## src/verilog/bar_graph_pkg.sv

```systemverilog
`default_nettype none

package bar_graph_pkg;

	////////////////////////////////////////
	// Widths.
	////////////////////////////////////////
	localparam int COUNT_W    = 8;   // Pulse count from upstream.
	localparam int COORD_W    = 10;  // Screen x or y.
	localparam int BUS_W      = 16;  // TFT data bus.
	localparam int FIFO_DEPTH = 16;  // Also the upstream credit budget.
	localparam int CREDIT_W   = 5;   // Holds 0..FIFO_DEPTH.

	typedef logic [COUNT_W-1:0] count_t;
	typedef logic [COORD_W-1:0] coord_t;
	typedef logic [BUS_W-1:0]   bus_word_t;

	////////////////////////////////////////
	// Screen geometry of the bar graph.
	////////////////////////////////////////
	localparam coord_t BAR_X_OFFSET = 10'd10;   // Left edge of every bar.
	localparam coord_t ROW_FIRST    = 10'd10;   // Top bar row.
	localparam coord_t ROW_LAST     = 10'd698;  // Wrap point.

	// RGB565 red.
	localparam bus_word_t BAR_COLOR = 16'hF800;

	////////////////////////////////////////
	// TFT command opcodes.
	////////////////////////////////////////
	localparam bus_word_t OP_COL_ADDR  = 16'h002A;  // Column window.
	localparam bus_word_t OP_ROW_ADDR  = 16'h002B;  // Row window.
	localparam bus_word_t OP_MEM_WRITE = 16'h002C;  // Start of pixel data.

endpackage : bar_graph_pkg

`default_nettype wire
```

## src/verilog/bar_graph_top.sv

```systemverilog
`timescale 1ns/1ps
`default_nettype none

module bar_graph_top import bar_graph_pkg::*; (
	input  wire logic   clk_20MHz,
	input  wire logic   rst_n,
	input  wire logic   sample_valid,   // Credit-based count input.
	input  wire count_t sample_count,
	output logic        credit_return,  // One credit back per pulse.
	output logic        lcd_cs,
	output logic        lcd_rs,
	output logic        lcd_wr,
	output bus_word_t   lcd_data
);

	////////////////////////////////////////
	// Internal nets.
	////////////////////////////////////////
	count_t fifo_count;     // FIFO head.
	logic   fifo_nonempty;
	logic   fifo_pop;
	logic   line_valid;     // Sequencer to writer.
	coord_t line_x_end;
	coord_t line_row;
	logic   line_done;      // Writer credit return.

	// Input side.
	sample_fifo u_fifo (
		.clk_20MHz     (clk_20MHz),
		.rst_n         (rst_n),
		.sample_valid  (sample_valid),
		.sample_count  (sample_count),
		.fifo_pop      (fifo_pop),
		.fifo_count    (fifo_count),
		.fifo_nonempty (fifo_nonempty),
		.credit_return (credit_return)
	);

	// Counts to line commands.
	bar_sequencer u_seq (
		.clk_20MHz     (clk_20MHz),
		.rst_n         (rst_n),
		.fifo_count    (fifo_count),
		.fifo_nonempty (fifo_nonempty),
		.line_done     (line_done),
		.fifo_pop      (fifo_pop),
		.line_valid    (line_valid),
		.line_x_end    (line_x_end),
		.line_row      (line_row)
	);

	// TFT bus side.
	lcd_bus_writer u_lcd (
		.clk_20MHz  (clk_20MHz),
		.rst_n      (rst_n),
		.line_valid (line_valid),
		.line_x_end (line_x_end),
		.line_row   (line_row),
		.line_done  (line_done),
		.lcd_cs     (lcd_cs),
		.lcd_rs     (lcd_rs),
		.lcd_wr     (lcd_wr),
		.lcd_data   (lcd_data)
	);

endmodule : bar_graph_top

`default_nettype wire

```

## src/verilog/lcd_bus_writer.sv

```systemverilog
`timescale 1ns/1ps
`default_nettype none

module lcd_bus_writer import bar_graph_pkg::*; (
	input  wire logic   clk_20MHz,
	input  wire logic   rst_n,
	input  wire logic   line_valid,   // New line command.
	input  wire coord_t line_x_end,
	input  wire coord_t line_row,
	output logic        line_done,    // Pulse after last pixel word.
	output logic        lcd_cs,
	output logic        lcd_rs,       // 0 opcode, 1 data.
	output logic        lcd_wr,       // Word taken on rising edge.
	output bus_word_t   lcd_data
);

	////////////////////////////////////////
	// Word sequence of one command.
	////////////////////////////////////////
	typedef enum logic [2:0] {
		ST_COL_OP,     // Column window opcode.
		ST_COL_START,  // Left column.
		ST_COL_END,    // Right column.
		ST_ROW_OP,     // Row window opcode.
		ST_ROW_START,  // Row, first copy.
		ST_ROW_END,    // Row, second copy.
		ST_MEM_OP,     // Memory write opcode.
		ST_PIXEL       // Colour words.
	} step_t;

	logic   busy;      // Command on the bus.
	logic   half;      // 0 strobe low, 1 strobe high.
	step_t  step;
	coord_t pix_left;  // Pixels still to go after the current one.
	coord_t x_end_q;   // Latched command.
	coord_t row_q;

	// Bus word for a given step.
	function automatic bus_word_t word_data(step_t st, coord_t x_end, coord_t row);
		bus_word_t w;
		case (st)
			ST_COL_OP:    w = OP_COL_ADDR;
			ST_COL_START: w = bus_word_t'(BAR_X_OFFSET);
			ST_COL_END:   w = bus_word_t'(x_end);
			ST_ROW_OP:    w = OP_ROW_ADDR;
			ST_ROW_START: w = bus_word_t'(row);
			ST_ROW_END:   w = bus_word_t'(row);
			ST_MEM_OP:    w = OP_MEM_WRITE;
			default:      w = BAR_COLOR;
		endcase
		return w;
	endfunction

	// RS level for a given step.
	function automatic logic word_is_data(step_t st);
		return !(st == ST_COL_OP || st == ST_ROW_OP || st == ST_MEM_OP);
	endfunction

	////////////////////////////////////////
	// Command latch.
	////////////////////////////////////////
	always_ff @(posedge clk_20MHz) begin
		if (line_valid && !busy) begin
			x_end_q <= line_x_end;
			row_q   <= line_row;
		end
	end

	////////////////////////////////////////
	// Bus sequencer.
	////////////////////////////////////////
	always_ff @(posedge clk_20MHz or negedge rst_n) begin
		if (!rst_n) begin
			busy      <= 1'b0;
			half      <= 1'b0;
			step      <= ST_COL_OP;
			pix_left  <= '0;
			line_done <= 1'b0;
			lcd_cs    <= 1'b1;
			lcd_wr    <= 1'b1;
			lcd_rs    <= 1'b1;
			lcd_data  <= '0;
		end else begin
			line_done <= 1'b0;  // Single-cycle pulse.
			if (!busy) begin
				if (line_valid) begin
					busy     <= 1'b1;
					half     <= 1'b0;
					step     <= ST_COL_OP;
					pix_left <= line_x_end - BAR_X_OFFSET;  // Pixels minus one.
					lcd_cs   <= 1'b0;                       // Select for whole command.
					lcd_wr   <= 1'b0;
					lcd_rs   <= word_is_data(ST_COL_OP);
					lcd_data <= word_data(ST_COL_OP, line_x_end, line_row);
				end
			end else if (!half) begin
				lcd_wr <= 1'b1;  // Rising edge latches word.
				half   <= 1'b1;
			end else begin
				half <= 1'b0;
				if (step == ST_PIXEL && pix_left == '0) begin
					// Last pixel done.
					busy      <= 1'b0;
					lcd_cs    <= 1'b1;
					lcd_rs    <= 1'b1;
					line_done <= 1'b1;
				end else if (step == ST_PIXEL) begin
					pix_left <= pix_left - 1'b1;  // Another colour word.
					lcd_wr   <= 1'b0;
				end else begin
					step     <= step_t'(step + 3'd1);
					lcd_wr   <= 1'b0;
					lcd_rs   <= word_is_data(step_t'(step + 3'd1));
					lcd_data <= word_data(step_t'(step + 3'd1), x_end_q, row_q);
				end
			end
		end
	end

	////////////////////////////////////////
	// Checks.
	////////////////////////////////////////
	// The sequencer credit must keep commands apart.
	a_no_overlap: assert property (@(posedge clk_20MHz) disable iff (!rst_n)
		line_valid |-> !busy)
		else $error("lcd_bus_writer: line_valid during a command");

endmodule : lcd_bus_writer

`default_nettype wire

```

## src/verilog/bar_sequencer.sv

```systemverilog
`timescale 1ns/1ps
`default_nettype none

module bar_sequencer import bar_graph_pkg::*; (
	input  wire logic   clk_20MHz,
	input  wire logic   rst_n,
	input  wire count_t fifo_count,     // Head of sample FIFO.
	input  wire logic   fifo_nonempty,
	input  wire logic   line_done,      // Writer finished, credit back.
	output logic        fifo_pop,
	output logic        line_valid,     // One-cycle line command.
	output coord_t      line_x_end,
	output coord_t      line_row
);

	////////////////////////////////////////
	// Credit toward the bus writer.
	////////////////////////////////////////
	logic have_credit;  // Single credit, writer is free.
	coord_t row;        // Row of the next bar.

	// Pop as soon as a count waits and the writer is free.
	assign fifo_pop = have_credit & fifo_nonempty;

	always_ff @(posedge clk_20MHz or negedge rst_n) begin
		if (!rst_n) begin
			have_credit <= 1'b1;  // Writer idle after reset.
		end else if (fifo_pop) begin
			have_credit <= 1'b0;  // Spent on this count.
		end else if (line_done) begin
			have_credit <= 1'b1;  // Returned by writer.
		end
	end

	////////////////////////////////////////
	// Line command.
	////////////////////////////////////////
	always_ff @(posedge clk_20MHz or negedge rst_n) begin
		if (!rst_n) begin
			line_valid <= 1'b0;
		end else begin
			line_valid <= fifo_pop;  // Issue one cycle after pop.
		end
	end

	// End column, payload only.
	always_ff @(posedge clk_20MHz) begin
		if (fifo_pop) begin
			line_x_end <= BAR_X_OFFSET + coord_t'(fifo_count);  // Length follows count.
		end
	end

	////////////////////////////////////////
	// Row tracking.
	////////////////////////////////////////
	always_ff @(posedge clk_20MHz or negedge rst_n) begin
		if (!rst_n) begin
			row <= ROW_FIRST;
		end else if (line_valid) begin
			// Next bar one row down.
			if (row == ROW_LAST) begin
				row <= ROW_FIRST;  // Wrap to top.
			end else begin
				row <= row + 1'b1;
			end
		end
	end

	assign line_row = row;  // Held steady during the issue cycle.

	////////////////////////////////////////
	// Checks.
	////////////////////////////////////////
	// A spurious line_done would let line_valid go out without a credit.
	a_valid_needs_credit: assert property (@(posedge clk_20MHz) disable iff (!rst_n)
		line_done |-> !have_credit)
		else $error("bar_sequencer: line_done while credit held");

endmodule : bar_sequencer

`default_nettype wire

```

## src/verilog/sample_fifo.sv

```systemverilog
`timescale 1ns/1ps
`default_nettype none

module sample_fifo import bar_graph_pkg::*; (
	input  wire logic   clk_20MHz,
	input  wire logic   rst_n,
	input  wire logic   sample_valid,   // One count per pulse, credit spent.
	input  wire count_t sample_count,
	input  wire logic   fifo_pop,       // Drop head entry.
	output count_t      fifo_count,     // Head entry, valid when nonempty.
	output logic        fifo_nonempty,
	output logic        credit_return   // One pulse per popped entry.
);

	////////////////////////////////////////
	// Storage and pointers.
	////////////////////////////////////////
	count_t mem [FIFO_DEPTH];                   // Circular buffer.
	logic [$clog2(FIFO_DEPTH)-1:0] wr_ptr;      // Next free slot.
	logic [$clog2(FIFO_DEPTH)-1:0] rd_ptr;      // Head slot.
	logic [CREDIT_W-1:0] occupancy;             // Entries held.

	// Entry data, no reset needed.
	always_ff @(posedge clk_20MHz) begin
		if (sample_valid) begin
			mem[wr_ptr] <= sample_count;  // Store count.
		end
	end

	always_ff @(posedge clk_20MHz or negedge rst_n) begin
		if (!rst_n) begin
			wr_ptr        <= '0;
			rd_ptr        <= '0;
			occupancy     <= '0;
			credit_return <= 1'b0;
		end else begin
			credit_return <= fifo_pop;  // Credit goes back a cycle after pop.
			if (sample_valid) begin
				wr_ptr <= wr_ptr + 1'b1;  // Wraps at depth.
			end
			if (fifo_pop) begin
				rd_ptr <= rd_ptr + 1'b1;
			end
			case ({sample_valid, fifo_pop})
				2'b10:   occupancy <= occupancy + 1'b1;  // Push only.
				2'b01:   occupancy <= occupancy - 1'b1;  // Pop only.
				default: occupancy <= occupancy;         // Both or none.
			endcase
		end
	end

	assign fifo_count    = mem[rd_ptr];         // Show-ahead head.
	assign fifo_nonempty = (occupancy != '0);

	////////////////////////////////////////
	// Protocol checks.
	////////////////////////////////////////
	// Upstream overran its credits.
	a_no_write_when_full: assert property (@(posedge clk_20MHz) disable iff (!rst_n)
		sample_valid |-> (occupancy != CREDIT_W'(FIFO_DEPTH)))
		else $error("sample_fifo: write while full, credit violation");

	// Sequencer popped nothing.
	a_no_pop_when_empty: assert property (@(posedge clk_20MHz) disable iff (!rst_n)
		fifo_pop |-> fifo_nonempty)
		else $error("sample_fifo: pop while empty");

endmodule : sample_fifo

`default_nettype wire

```

## config.mk

```make
export PLATFORM = sky130hd
export DESIGN_NAME = bar_graph_top
export DESIGN_NICKNAME = d
export VERILOG_FILES = /design/src/verilog/bar_graph_pkg.sv /design/src/verilog/bar_graph_top.sv /design/src/verilog/lcd_bus_writer.sv /design/src/verilog/bar_sequencer.sv /design/src/verilog/sample_fifo.sv
export SDC_FILE = /design/constraint.sdc
export NUM_CORES = 1
export LEC_CHECK = 0
export ABC_AREA = 1
export BUFFER_PORTS_ARGS = -buffer_cell sky130_fd_sc_hd__buf_2
export CAP_MARGIN = 20
export CORE_MARGIN = 3
export CORE_UTILIZATION = 67
export DETAILED_ROUTE_END_ITERATION = 7
export PLACE_DENSITY = 0.85
export SYNTH_ARGS = -nofsm -noshare
export SYNTH_HDL_FRONTEND = slang
export SYNTH_SLANG_ARGS = --single-unit
```

## constraint.sdc

```tcl
create_clock -name clk_20MHz -period 4.8 [get_ports clk_20MHz]
set_clock_uncertainty 0.1 [all_clocks]
set_input_delay 0.96 -clock clk_20MHz [delete_from_list [all_inputs] [get_ports clk_20MHz]]
set_output_delay 0.96 -clock clk_20MHz [all_outputs]
set_load 0.01 [all_outputs]
```

## Word level (Yosys, flattened, before mapping)

Memories as Yosys holds them, arrays and structs flattened.
Index checks and enable logic that the tools add are counted.

| cells by class | value |
|---|---|
| add/subtract/negate cells | 9 |
| mux-type cells | 42 |
| eq/ne operators | 17 |
| bitwise operators | 1 |
| reduce and logical (&&, ||, !) cells | 18 |

Operators with widths:

| kind | number |
|---|---|
| $pmux 16 s6 | 1 |
| $mux 16 | 5 |
| $mux 10 | 6 |
| $mux 1 | 24 |
| $mux 3 | 5 |
| $eq 3x3->1 const B | 4 |
| $add 10x1->10 const B | 1 |
| $eq 10x10->1 const B | 1 |
| $logic_not 10->1 | 1 |
| $ne 2x2->1 const B | 5 |
| $pmux 5 s2 | 1 |
| $sub 10x1->10 const B | 1 |
| $sub 10x4->10 const B | 1 |
| $add 4x8->9 const A | 1 |
| $add 4x1->4 const B | 2 |
| $reduce_and 4->1 | 2 |
| $eq 3x2->1 const B | 2 |
| $ne 3x3->1 const B | 2 |
| $reduce_and 3->1 | 2 |
| $reduce_bool 2->1 | 3 |
| $add 5x1->5 const B | 1 |
| $reduce_bool 5->1 | 1 |
| $sub 5x1->5 const B | 1 |
| $add 3x1->3 const B | 1 |
| other kinds (10) | 13 |

| storage, ports and cells | value |
|---|---|
| bits in writable memories | 128 |
| memories | 1 |
| bits of input ports | 11 |
| word-level logic and storage cells | 106 |
| register bits | 90 |
| output and inout port bits | 20 |

Memories:

| name | depth | bits a word | rd ports | clocked after memory_dff | wr ports | RTL line | text |
|---|---|---|---|---|---|---|---|
| u_fifo.mem | 16 | 8 | 1 | 0 | 1 | sample_fifo.sv:18 | `count_t mem [FIFO_DEPTH];` |

## Depth between registers and ports, before layout

Gate-level depths: netlist (run 1).

| depth | value |
|---|---|
| word-level depth | 9 |
| mapped depth | 14 |

## Cells and area by module

Synthesis (run 1) repeated with hierarchy kept, for this count alone.

| unflattened totals | value |
|---|---|
| cells, all modules | 911 |
| area total of the unflattened synthesis | 9654.3 um^2 |

By module, submodules not included:

| module | cells an instance | seq. area each (um^2) | instances | area each (um^2) |
|---|---|---|---|---|
| sample_fifo | 516 | 4194.0 | 1 | 6015.8 |
| lcd_bus_writer | 296 | 1355.0 | 1 | 2612.5 |
| bar_sequencer | 99 | 574.3 | 1 | 1026.0 |

## Worst setup path before layout (run 1)

No wires, ideal clock.

| timing path | value |
|---|---|
| path type | input -> register |
| start point | input sample_valid |
| end point | register u_fifo.occupancy[4] |
| setup slack | 2006 ps |
| required time | 4569 ps |
| stages | 11 |
| data arrival time | 2563 ps |
| buffers on the path | 1 |
| cells stage by stage | clkbuf_1 -> inv_1 -> ha_1 -> xor2_1 -> ha_1 -> a21o_1 -> nand2_1 -> o21ai_0 -> a21oi_1 -> o21ai_0 -> xor2_1 |

| between the ends | value |
|---|---|
| longest elaborated chain between the ends | 2 |
| elaborated cells on any way between the ends | 4 |

RTL lines:

| element | RTL line | text |
|---|---|---|
| from (decl) | bar_graph_top.sv:7 | `input wire logic sample_valid,` |
| $eq 2x1->1 / $eq 2x2->1 (equally long branches) | sample_fifo.sv:44 | `case ({sample_valid, fifo_pop})` |
| $pmux 5 s2 / $reduce_bool 2->1 (equally long branches) | n/a |  |
| to (signal assigned) | sample_fifo.sv:45 | `2'b10: occupancy <= occupancy + 1'b1;` |
| to (signal assigned) | sample_fifo.sv:46 | `2'b01: occupancy <= occupancy - 1'b1;` |
| to (signal assigned) | sample_fifo.sv:47 | `default: occupancy <= occupancy;` |
| to (decl) | sample_fifo.sv:21 | `logic [CREDIT_W-1:0] occupancy;` |

Parallel ways exist; a longest one is shown, timed or not.
A chain may end at the register's enable or synchronous reset.

## Worst setup path in the final report (run 1)

| timing path | value |
|---|---|
| start point | register u_fifo.occupancy[1] |
| end point | register u_fifo.occupancy[4] |

| between the ends | value |
|---|---|
| longest elaborated chain between the ends | 4 |
| elaborated cells on any way between the ends | 8 |

RTL lines:

| element | RTL line | text |
|---|---|---|
| $reduce_bool 5->1 (*) | sample_fifo.sv:53 | `assign fifo_nonempty = (occupancy != '0);` |
| $and 1x1->1 (*) | bar_sequencer.sv:23 | `assign fifo_pop = have_credit & fifo_nonempty;` |
| net fifo_pop | bar_graph_top.sv:21 | `logic fifo_pop;` |
| $eq 2x1->1 / $eq 2x2->1 (equally long branches) | sample_fifo.sv:44 |  |
| $pmux 5 s2 / $reduce_bool 2->1 (equally long branches) | n/a |  |

Mark *: on every way through the listed nets, which the timed path passes. The rest lies on a longest branch.

==> load_flow_metrics.sql, run 1 <==
INSERT INTO impl_metrics (metric_group, metric, value, unit) VALUES
('final_layout', 'finish.net_count', '961', ''),
('sta', 'final-max-slew-violation-count', '0', ''),
('setup_path', 'critPathRequiredTime', '5.08', 'ns'),
('cts', 'postCtsResizedCells', '0', ''),
('sta', 'slew_worst_pin', '1.092', 'ns'),
('cts', 'cts_hold_buffers', '0', ''),
('synthesis', 'postSynthNetCount', '938', ''),
('cts', 'cts_sinks', '211', ''),
('floorplan', 'die_w', '124.5', 'um'),
('sta', 'fin_tns_setup', '0', 'ns'),
('grt', 'grt.total_usage', '24.86', '%'),
('power_and_ir_drop', 'power.combinational.fraction', '7.5', '%'),
('grt', 'antenna_found_initial', '0', ''),
('synthesis', 'count_of_distinct_cell_types_in_the_synthesized_netlist', '40', ''),
('final_layout', 'insertedDiodeCount', '0', ''),
('sta', 'timing.slew.headroom', '27.07', '%'),
('floorplan', 'coreArea', '13510', 'um^2'),
('floorplan', 'die_height', '124.5', 'um'),
('sta', 'timing_hold_violations_final', '0', ''),
('power_and_ir_drop', 'power.density_cell_area', '413.9', 'nW/um^2'),
('cts', 'cts.root.buffer_cell', 'sky130_fd_sc_hd__clkbuf_16', ''),
('outcome', 'run_status', 'finished clean', ''),
('sta', 'final-setup-viol-count', '0', ''),
('placed_design', 'dpl_worst_slack', '1.893', 'ns'),
('setup_path', 'timing.critical_path.to_type', 'flip-flop', ''),
('route', 'vias', '6424', ''),
('setup_path', 'cpMaxStageDelayCell', 'sky130_fd_sc_hd__dfrtp_1', ''),
('route', 'firstDrtPassIters', '5', ''),
('power_and_ir_drop', 'fraction_of_power_spent_switching_nets', '22.69', '%'),
('setup_path', 'path_buf_inv', '1', ''),
('sta', 'max_freq', '335.3', 'MHz'),
('route', 'first_iter_violations', '606', ''),
('setup_path', 'crit_path_max_incr_delay', '0.43', 'ns'),
('grt', 'grt_overflow_total', '0', ''),
('cts', 'numCtsBuffers', '22', ''),
('setup_path', 'cp_cell_sequence', 'nor4_1 > nand2_1 > nand2_1 > inv_1 > ha_1 > xor2_1 > ha_1 > a21o_1 > nand2_1 > o21ai_0 > a21oi_1 > o21ai_0 > xor2_1', ''),
('synthesis', 'yosys_register_bits', '211', ''),
('placed_design', 'finalWeightedCongestion', '0.9056', ''),
('final_layout', 'syn2layout_area_growth', '10.33', '%'),
('power_and_ir_drop', 'switching_power', '975.2', 'uW'),
('route', 'routed_wl', '19210', 'um'),
('sta', 'final_critical_path_setup_slack', '1.818', 'ns'),
('sta', 'final_min_period_over_clock_period', '62.13', '%'),
('grt', 'grt_pass1_vias', '6276', ''),
('route', 'ant_nets', '0', ''),
('final_layout', 'final_layout_size_suffix_gt1_share', '9.514', '%'),
('floorplan', 'ios', '31', ''),
('route', 'post_drt_wl_per_cell', '17.12', 'um'),
('cts', 'clk_pin_slew', '0.06', 'ns'),
('final_layout', 'filler_cell_count', '815', ''),
('route', 'via_per_inst', '5.725', ''),
('setup_path', 'worst_ep_arrival_time', '3.26', 'ns'),
('setup_path', 'crit_family', 'simple AND/OR/NAND/NOR gates', ''),
('synthesis', 'postSynth.topFlopCell', 'sky130_fd_sc_hd__edfxtp_1', ''),
('floorplan', 'fp.dieArea', '15510', 'um^2'),
('setup_path', 'crit_top_cell', 'sky130_fd_sc_hd__nand2_1', ''),
('cts', 'cts_max_level', '1', ''),
('flow_run', 'timing.max_cap.violations', '0', ''),
('cts', 'postCtsSetupBuffers', '0', ''),
('power_and_ir_drop', 'share_clk_of_total_power', '42.0', '%'),
('sta', 'post_route_worst_hold_slack', '0.3456', 'ns'),
('power_and_ir_drop', 'internal-power', '3.324', 'mW'),
('hold_path', 'worstHoldPathType', 'flip-flop to flip-flop', ''),
('placed_design', 'port_buffers', '29', ''),
('sta', 'min_period', '2.982', 'ns'),
('route', 'drc', '0', ''),
('synthesis', 'number_of_warnings_printed_during_yosys_synthesis', '0', ''),
('grt', 'grt_first_pass_wirelength', '30990', 'um'),
('synthesis', 'seq_area_frac_synth', '64.47', '%'),
('power_and_ir_drop', 'max-vdd-ir-drop', '0.4548', 'mV'),
('sta', 'grt_setup_unrepaired', 'false', '');
-- power by group through the flow --
stage	combinational [mW]	sequential, mW	clock, mW
floorplan	0.214	2.19	0
global placement	0.309	2.20	0
detailed placement	0.320	2.21	0
CTS	0.324	2.17	1.82
global route	0.364	2.18	1.90
finish	0.322	2.17	1.80
-- logic make-up after synthesis --
logic type	after synthesis	share of synthesized area, %
flops	211	64.47
compound gates	95	6.128
fa+ha+maj	20	2.659
other cells	1	0.03984
buf+inv	144	6.553
simple gates	413	18.01
xor+xnor	23	2.140
-- synth_stat cells, types with 2 or more instances --
cell	count	area share [%]
sky130_fd_sc_hd__o211ai_1	9	0.72
sky130_fd_sc_hd__inv_1	99	3.9
sky130_fd_sc_hd__o21ai_0	48	2.6
sky130_fd_sc_hd__buf_4	8	0.64
sky130_fd_sc_hd__nand4_1	6	0.40
sky130_fd_sc_hd__nor2_1	79	3.2
sky130_fd_sc_hd__nand3_1	77	4.1
sky130_fd_sc_hd__inv_2	10	0.40
sky130_fd_sc_hd__nand2_1	237	9.5
sky130_fd_sc_hd__nand3b_1	2	0.16
sky130_fd_sc_hd__a31oi_1	2	0.13
sky130_fd_sc_hd__o221ai_1	2	0.19
sky130_fd_sc_hd__nor3_1	6	0.32
sky130_fd_sc_hd__xnor2_1	4	0.37
sky130_fd_sc_hd__o22ai_1	2	0.13
sky130_fd_sc_hd__xor2_1	19	1.8
sky130_fd_sc_hd__buf_6	2	0.24
sky130_fd_sc_hd__buf_2	16	0.85
sky130_fd_sc_hd__edfxtp_1	156	50
sky130_fd_sc_hd__o31ai_1	2	0.16
sky130_fd_sc_hd__ha_1	20	2.7
sky130_fd_sc_hd__a21oi_1	9	0.48
sky130_fd_sc_hd__nor2_2	2	0.13
sky130_fd_sc_hd__dfrtp_1	49	13
sky130_fd_sc_hd__dfstp_2	6	1.7
sky130_fd_sc_hd__a221oi_1	4	0.37
sky130_fd_sc_hd__clkbuf_1	6	0.24
sky130_fd_sc_hd__a22o_1	4	0.37
sky130_fd_sc_hd__o21ai_1	6	0.32
sky130_fd_sc_hd__a32o_1	5	0.53
-- placed cells by master, fill, tap and decap left out, types with 4 or more instances in the layout --
cell / synthesis / final
sky130_fd_sc_hd__bufinv_16: 0 / 5
sky130_fd_sc_hd__inv_1: 99 / 99
sky130_fd_sc_hd__buf_4: 8 / 4
sky130_fd_sc_hd__a22o_1: 4 / 4
sky130_fd_sc_hd__dfrtp_1: 49 / 48
sky130_fd_sc_hd__edfxtp_1: 156 / 156
sky130_fd_sc_hd__a21oi_1: 9 / 9
sky130_fd_sc_hd__o21ai_1: 6 / 6
sky130_fd_sc_hd__clkbuf_16: 0 / 22
sky130_fd_sc_hd__o211ai_1: 9 / 9
sky130_fd_sc_hd__ha_1: 20 / 20
sky130_fd_sc_hd__inv_2: 10 / 10
sky130_fd_sc_hd__xor2_1: 19 / 19
sky130_fd_sc_hd__clkinv_1: 1 / 4
sky130_fd_sc_hd__clkinv_2: 0 / 6
sky130_fd_sc_hd__nand2_1: 237 / 237
sky130_fd_sc_hd__nor3_1: 6 / 6
sky130_fd_sc_hd__xnor2_1: 4 / 4
sky130_fd_sc_hd__nand4_1: 6 / 6
sky130_fd_sc_hd__o21ai_0: 48 / 48
sky130_fd_sc_hd__nand3_1: 77 / 77
sky130_fd_sc_hd__a221oi_1: 4 / 4
sky130_fd_sc_hd__nor2_1: 79 / 79
sky130_fd_sc_hd__buf_2: 16 / 29
sky130_fd_sc_hd__a32o_1: 5 / 5
sky130_fd_sc_hd__dfstp_2: 6 / 6
-- final cells by class --
| cell class | count | area [um^2] | share of cell area [%] |
|---|---|---|---|
| flip-flops and latches | 211 | 6070 | 58.45 |
| multi-input cells | 552 | 2728 | 26.26 |
| clock buffers | 25 | 571.8 | 5.506 |
| inverters | 110 | 412.9 | 3.976 |
| well taps | 176 | 220.2 | 2.120 |
| clock inverters | 15 | 207.7 | 2.000 |
| repair buffers | 33 | 175.2 | 1.687 |
-- path summary, 6_finish.rpt --
kind | start | to | slack [ns] | cells past startpoint
setup reg to reg | u_fifo.occupancy[1] | u_fifo.occupancy[4] | 1.82 | 13
min in group asynchronous | rst_n | u_fifo.wr_ptr[1] | 0.49 | 2
max in group asynchronous | rst_n | u_fifo.rd_ptr[0] | 3.61 | 2
hold reg to reg | u_seq.line_row[7] | u_lcd.row_q[7] | 0.35 | 0
hold / removal | u_seq.line_row[7] | u_lcd.row_q[7] | 0.35 | 0
setup / recovery | u_fifo.occupancy[1] | u_fifo.occupancy[4] | 1.82 | 13
-- layer usage --
| layer | part of all wire (%) | GRT usage (%) | wire length [um] | vias to the layer above |
|---|---|---|---|---|
| met5 | 0 | 0 | 0 | - |
| met4 | 4.0 | 10.44 | 773 | 0 |
| met1 | 38 | 30.78 | 7375 | 3062 |
| met3 | 5.2 | 3.259 | 1000 | 55 |
| li1 | - | - | - | 3068 |
| met2 | 52 | 44.15 | 10060 | 239 |
-- flip-flops by register name (all words and copies together), names as in the netlist, 3 cells and up --
name              count
u_fifo.mem          128
u_lcd.lcd_data       11
u_lcd.pix_left       10
u_lcd.row_q          10
u_seq.line_row       10
u_lcd.x_end_q         9
u_seq.line_x_end      9
u_fifo.occupancy      5
u_fifo.rd_ptr         4
u_fifo.wr_ptr         4
u_lcd.step            3
-- metrics by stage --
step / utilization (%) / total power, mW / std cells / instance area [um^2]
2_1_floorplan: - / 2.404 / 907 / 9413
3_3_place_gp: 71.12 / 2.510 / 1082 / 9605
3_5_place_dp: 71.12 / 2.526 / 1082 / 9605
4_1_cts: 76.89 / 4.311 / 1122 / 10390
5_1_grt: 76.89 / 4.444 / 1122 / 10390
6_report: 76.89 / 4.299 / 1122 / 10390
No activity file was read; power rests on OpenSTA's default activity.
==> run 2, diff against run 1 <==
- CORE_UTILIZATION: 67 -> 56
- PLACE_DENSITY: 0.85 -> 0.76
- clock period: 4.8 -> 2.5 ns (I/O delays scaled with it)
==> run 2 against run 1 <==
Effect of this change: non-clock buffer count is 37 higher; wire length is 0.93% higher; first-iteration DRC count fell by 23%; core utilization decreased by 11 points; sequential power increased by 91%; critical path type unchanged; critical endpoint unchanged.
==> load_flow_metrics.sql, run 2 (synthesized netlist as in run 1, its figures left out) <==
INSERT INTO impl_metrics (metric_group, metric, value, unit) VALUES
('cts', 'clk_pin_slew', '0.06', 'ns'),
('final_layout', 'syn2layout_area_growth', '13.24', '%'),
('grt', 'grt_use_met1', '27.42', '%'),
('cts', 'worstSkewPairLatency', '0.50', 'ns'),
('floorplan', 'initial_utilization', '58.20', '%'),
('sta', 'post_route_worst_hold_slack', '0.2035', 'ns'),
('final_layout', 'layout.cells.most_common_list', '235 x sky130_fd_sc_hd__nand2_1, 156 x sky130_fd_sc_hd__edfxtp_1, 98 x sky130_fd_sc_hd__inv_1', ''),
('grt', 'grt_overflow_total', '0', ''),
('sta', 'max_freq', '420.2', 'MHz'),
('sta', 'final-setup-viol-count', '0', ''),
('sta', 'min_period', '2.380', 'ns'),
('final_layout', 'mostFrequentLayoutCell', 'sky130_fd_sc_hd__nand2_1', ''),
('grt', 'grt_pass1_vias', '6153', ''),
('final_layout', 'final_layout_size_suffix_gt1_share', '12.92', '%'),
('placed_design', 'hpwlAfterDp', '12520', 'um'),
('grt', 'grtUsageMet2', '37.61', '%'),
('cts', 'cts_max_level', '1', ''),
('final_layout', 'largest_register', 'u_fifo.mem', ''),
('floorplan', 'std_cell_rows', '46', ''),
('final_layout', 'leading_registers_by_flop_count', 'u_fifo.mem (128), u_lcd.lcd_data (11)', ''),
('power_and_ir_drop', 'static-leakage-power', '4.540', 'nW'),
('route', 'first_iter_violations', '466', ''),
('final_layout', 'filler_cell_count', '1202', ''),
('grt', 'grtUsageMet3', '3.195', '%'),
('cts', 'cts_tree', 'yes', ''),
('grt', 'grt_first_pass_wirelength', '31040', 'um'),
('setup_path', 'worst_ep_arrival_time', '2.66', 'ns'),
('route', 'vias', '6438', ''),
('grt', 'top_usage_layer', 'met2', ''),
('flow_run', 'timing.max_cap.violations', '0', ''),
('route', 'post_drt_wl_per_cell', '16.17', 'um'),
('setup_path', 'critPathRequiredTime', '2.78', 'ns'),
('sta', 'timing.slew.headroom', '63.56', '%'),
('sta', 'slew_worst_pin', '0.5466', 'ns'),
('cts', 'clock_tree_buf_depth', '3', ''),
('route', 'routed_wl', '19390', 'um'),
('final_layout', 'insertedDiodeCount', '0', ''),
('sta', 'timing_hold_violations_final', '0', ''),
('route', 'drc', '0', ''),
('route', 'firstDrtPassIters', '5', ''),
('grt', 'pin_count_of_the_biggest_net_entering_global_routing', '68', ''),
('route', 'ant_nets', '0', ''),
('outcome', 'run_status', 'finished clean', ''),
('sta', 'final_min_period_over_clock_period', '95.19', '%'),
('final_layout', 'finish.net_count', '998', ''),
('sta', 'grt_setup_unrepaired', 'true', ''),
('floorplan', 'fp.dieArea', '18400', 'um^2'),
('grt', 'grt.total_usage', '21.47', '%'),
('sta', 'final-max-slew-violation-count', '0', ''),
('floorplan', 'ios', '31', ''),
('floorplan', 'die_w', '135.6', 'um'),
('grt', 'antenna_found_initial', '0', ''),
('placed_design', 'port_buffers', '29', ''),
('setup_path', 'crit_path_start_kind', 'flip-flop', ''),
('setup_path', 'critical_path.max_fanout', '4', ''),
('floorplan', 'die_height', '135.6', 'um'),
('cts', 'cts_sinks', '211', ''),
('power_and_ir_drop', 'max-vdd-ir-drop', '0.6843', 'mV'),
('setup_path', 'timing.setup.critical_path_class', 'flip-flop to flip-flop', ''),
('placed_design', 'finalWeightedCongestion', '0.8878', ''),
('hold_path', 'worstHoldPathType', 'input port to flip-flop', ''),
('floorplan', 'coreArea', '16170', 'um^2'),
('final_layout', 'max_reg_flops', '128', ''),
('cts', 'cts.root.buffer_cell', 'sky130_fd_sc_hd__clkbuf_16', ''),
('route', 'via_per_inst', '5.369', ''),
('setup_path', 'timing.critical_path.to_type', 'flip-flop', ''),
('sta', 'fin_tns_setup', '0', 'ns'),
('setup_path', 'timing.reg2reg.setup_slack', '0.12', 'ns'),
('power_and_ir_drop', 'power.density_cell_area', '736.5', 'nW/um^2'),
('cts', 'numCtsBuffers', '22', '');
[run 2: changes by cell type in the layout (fill, tap and decap cells not counted), sizes merged]
cell / delta
clkbuf: +8
bufinv: -5
clkinvlp: +1
clkinv: -3
dlygate4sd3: +1
buf: +36
inv: -1
[run 2: worst max-delay path, cell delays in order, from the launching register on]
cell and delay [ns]:
sky130_fd_sc_hd__dfrtp_1 0.38, sky130_fd_sc_hd__nor4_2 0.27, sky130_fd_sc_hd__nand2_1 0.12, sky130_fd_sc_hd__nand2_2 0.11, sky130_fd_sc_hd__clkinvlp_4 0.11, sky130_fd_sc_hd__ha_4 0.19, sky130_fd_sc_hd__xor2_2 0.15, sky130_fd_sc_hd__ha_2 0.16
sky130_fd_sc_hd__a21o_1 0.17, sky130_fd_sc_hd__nand2_2 0.08, sky130_fd_sc_hd__o21ai_2 0.07, sky130_fd_sc_hd__a21oi_2 0.12, sky130_fd_sc_hd__o21ai_1 0.08, sky130_fd_sc_hd__xor2_1 0.14
[run 2: area by class of cell]
cell class	instances	area (um^2)	share of cell area, %
multi-input combinational	552	2769	25.98
timing repair buffer	70	480.5	4.508
clock inverter	7	30.03	0.2817
sequential	211	6070	56.94
clock buffer	33	623.1	5.846
tap	216	270.3	2.536
inverter	110	416.7	3.909
[run 2: final timing paths]
kind	to	depth (start not counted)	startpoint
setup reg to reg	u_fifo.occupancy[4]	13	u_fifo.occupancy[1]
max in group asynchronous	u_seq.line_row[9]	3	rst_n
hold / removal	u_fifo.wr_ptr[0]	2	sample_valid
setup / recovery	u_fifo.occupancy[4]	13	u_fifo.occupancy[1]
hold reg to reg	u_lcd.row_q[7]	0	u_seq.line_row[7]
min in group asynchronous	u_lcd.pix_left[6]	2	rst_n
[run 2: stage by stage]
step           power, mW  area, um^2  std cells  setup slack [ns]  util [%]
5_1_grt            8.157       10660       1199          -0.01798     65.91
4_1_cts            7.892       10620       1196           0.01717     65.66
2_1_floorplan      4.619        9434        907          -0.03463         -
3_3_place_gp       4.905        9950       1155            0.1125     61.52
3_5_place_dp       4.934        9950       1155          -0.01835     61.52
6_report           7.851       10660       1199            0.1202     65.91
[run 2: what timing repair did]
item | in CTS | in global routing
gates cloned | 0 | 0
hold endpoints to repair | 13 | 0
gates resized for setup | 1 | 4
pin swaps | 0 | 5
setup buffers | 0 | 3
setup endpoints to repair | 1 | 1
hold buffers | 1 | 0
[run 2: metal layers]
layer | vias up | routed length [um]
met5 | - | 0
met4 | 0 | 450
met3 | 38 | 1106
met2 | 193 | 9955
met1 | 3073 | 7877
li1 | 3134 | -
[run 2: power breakdown]
part	leakage (nW)	total, mW	internal (mW)	switching, mW
sequential	2.11	4.15	4.05	0.0988
combinational	2.11	0.757	0.262	0.494
clock	0.319	2.95	1.72	1.23
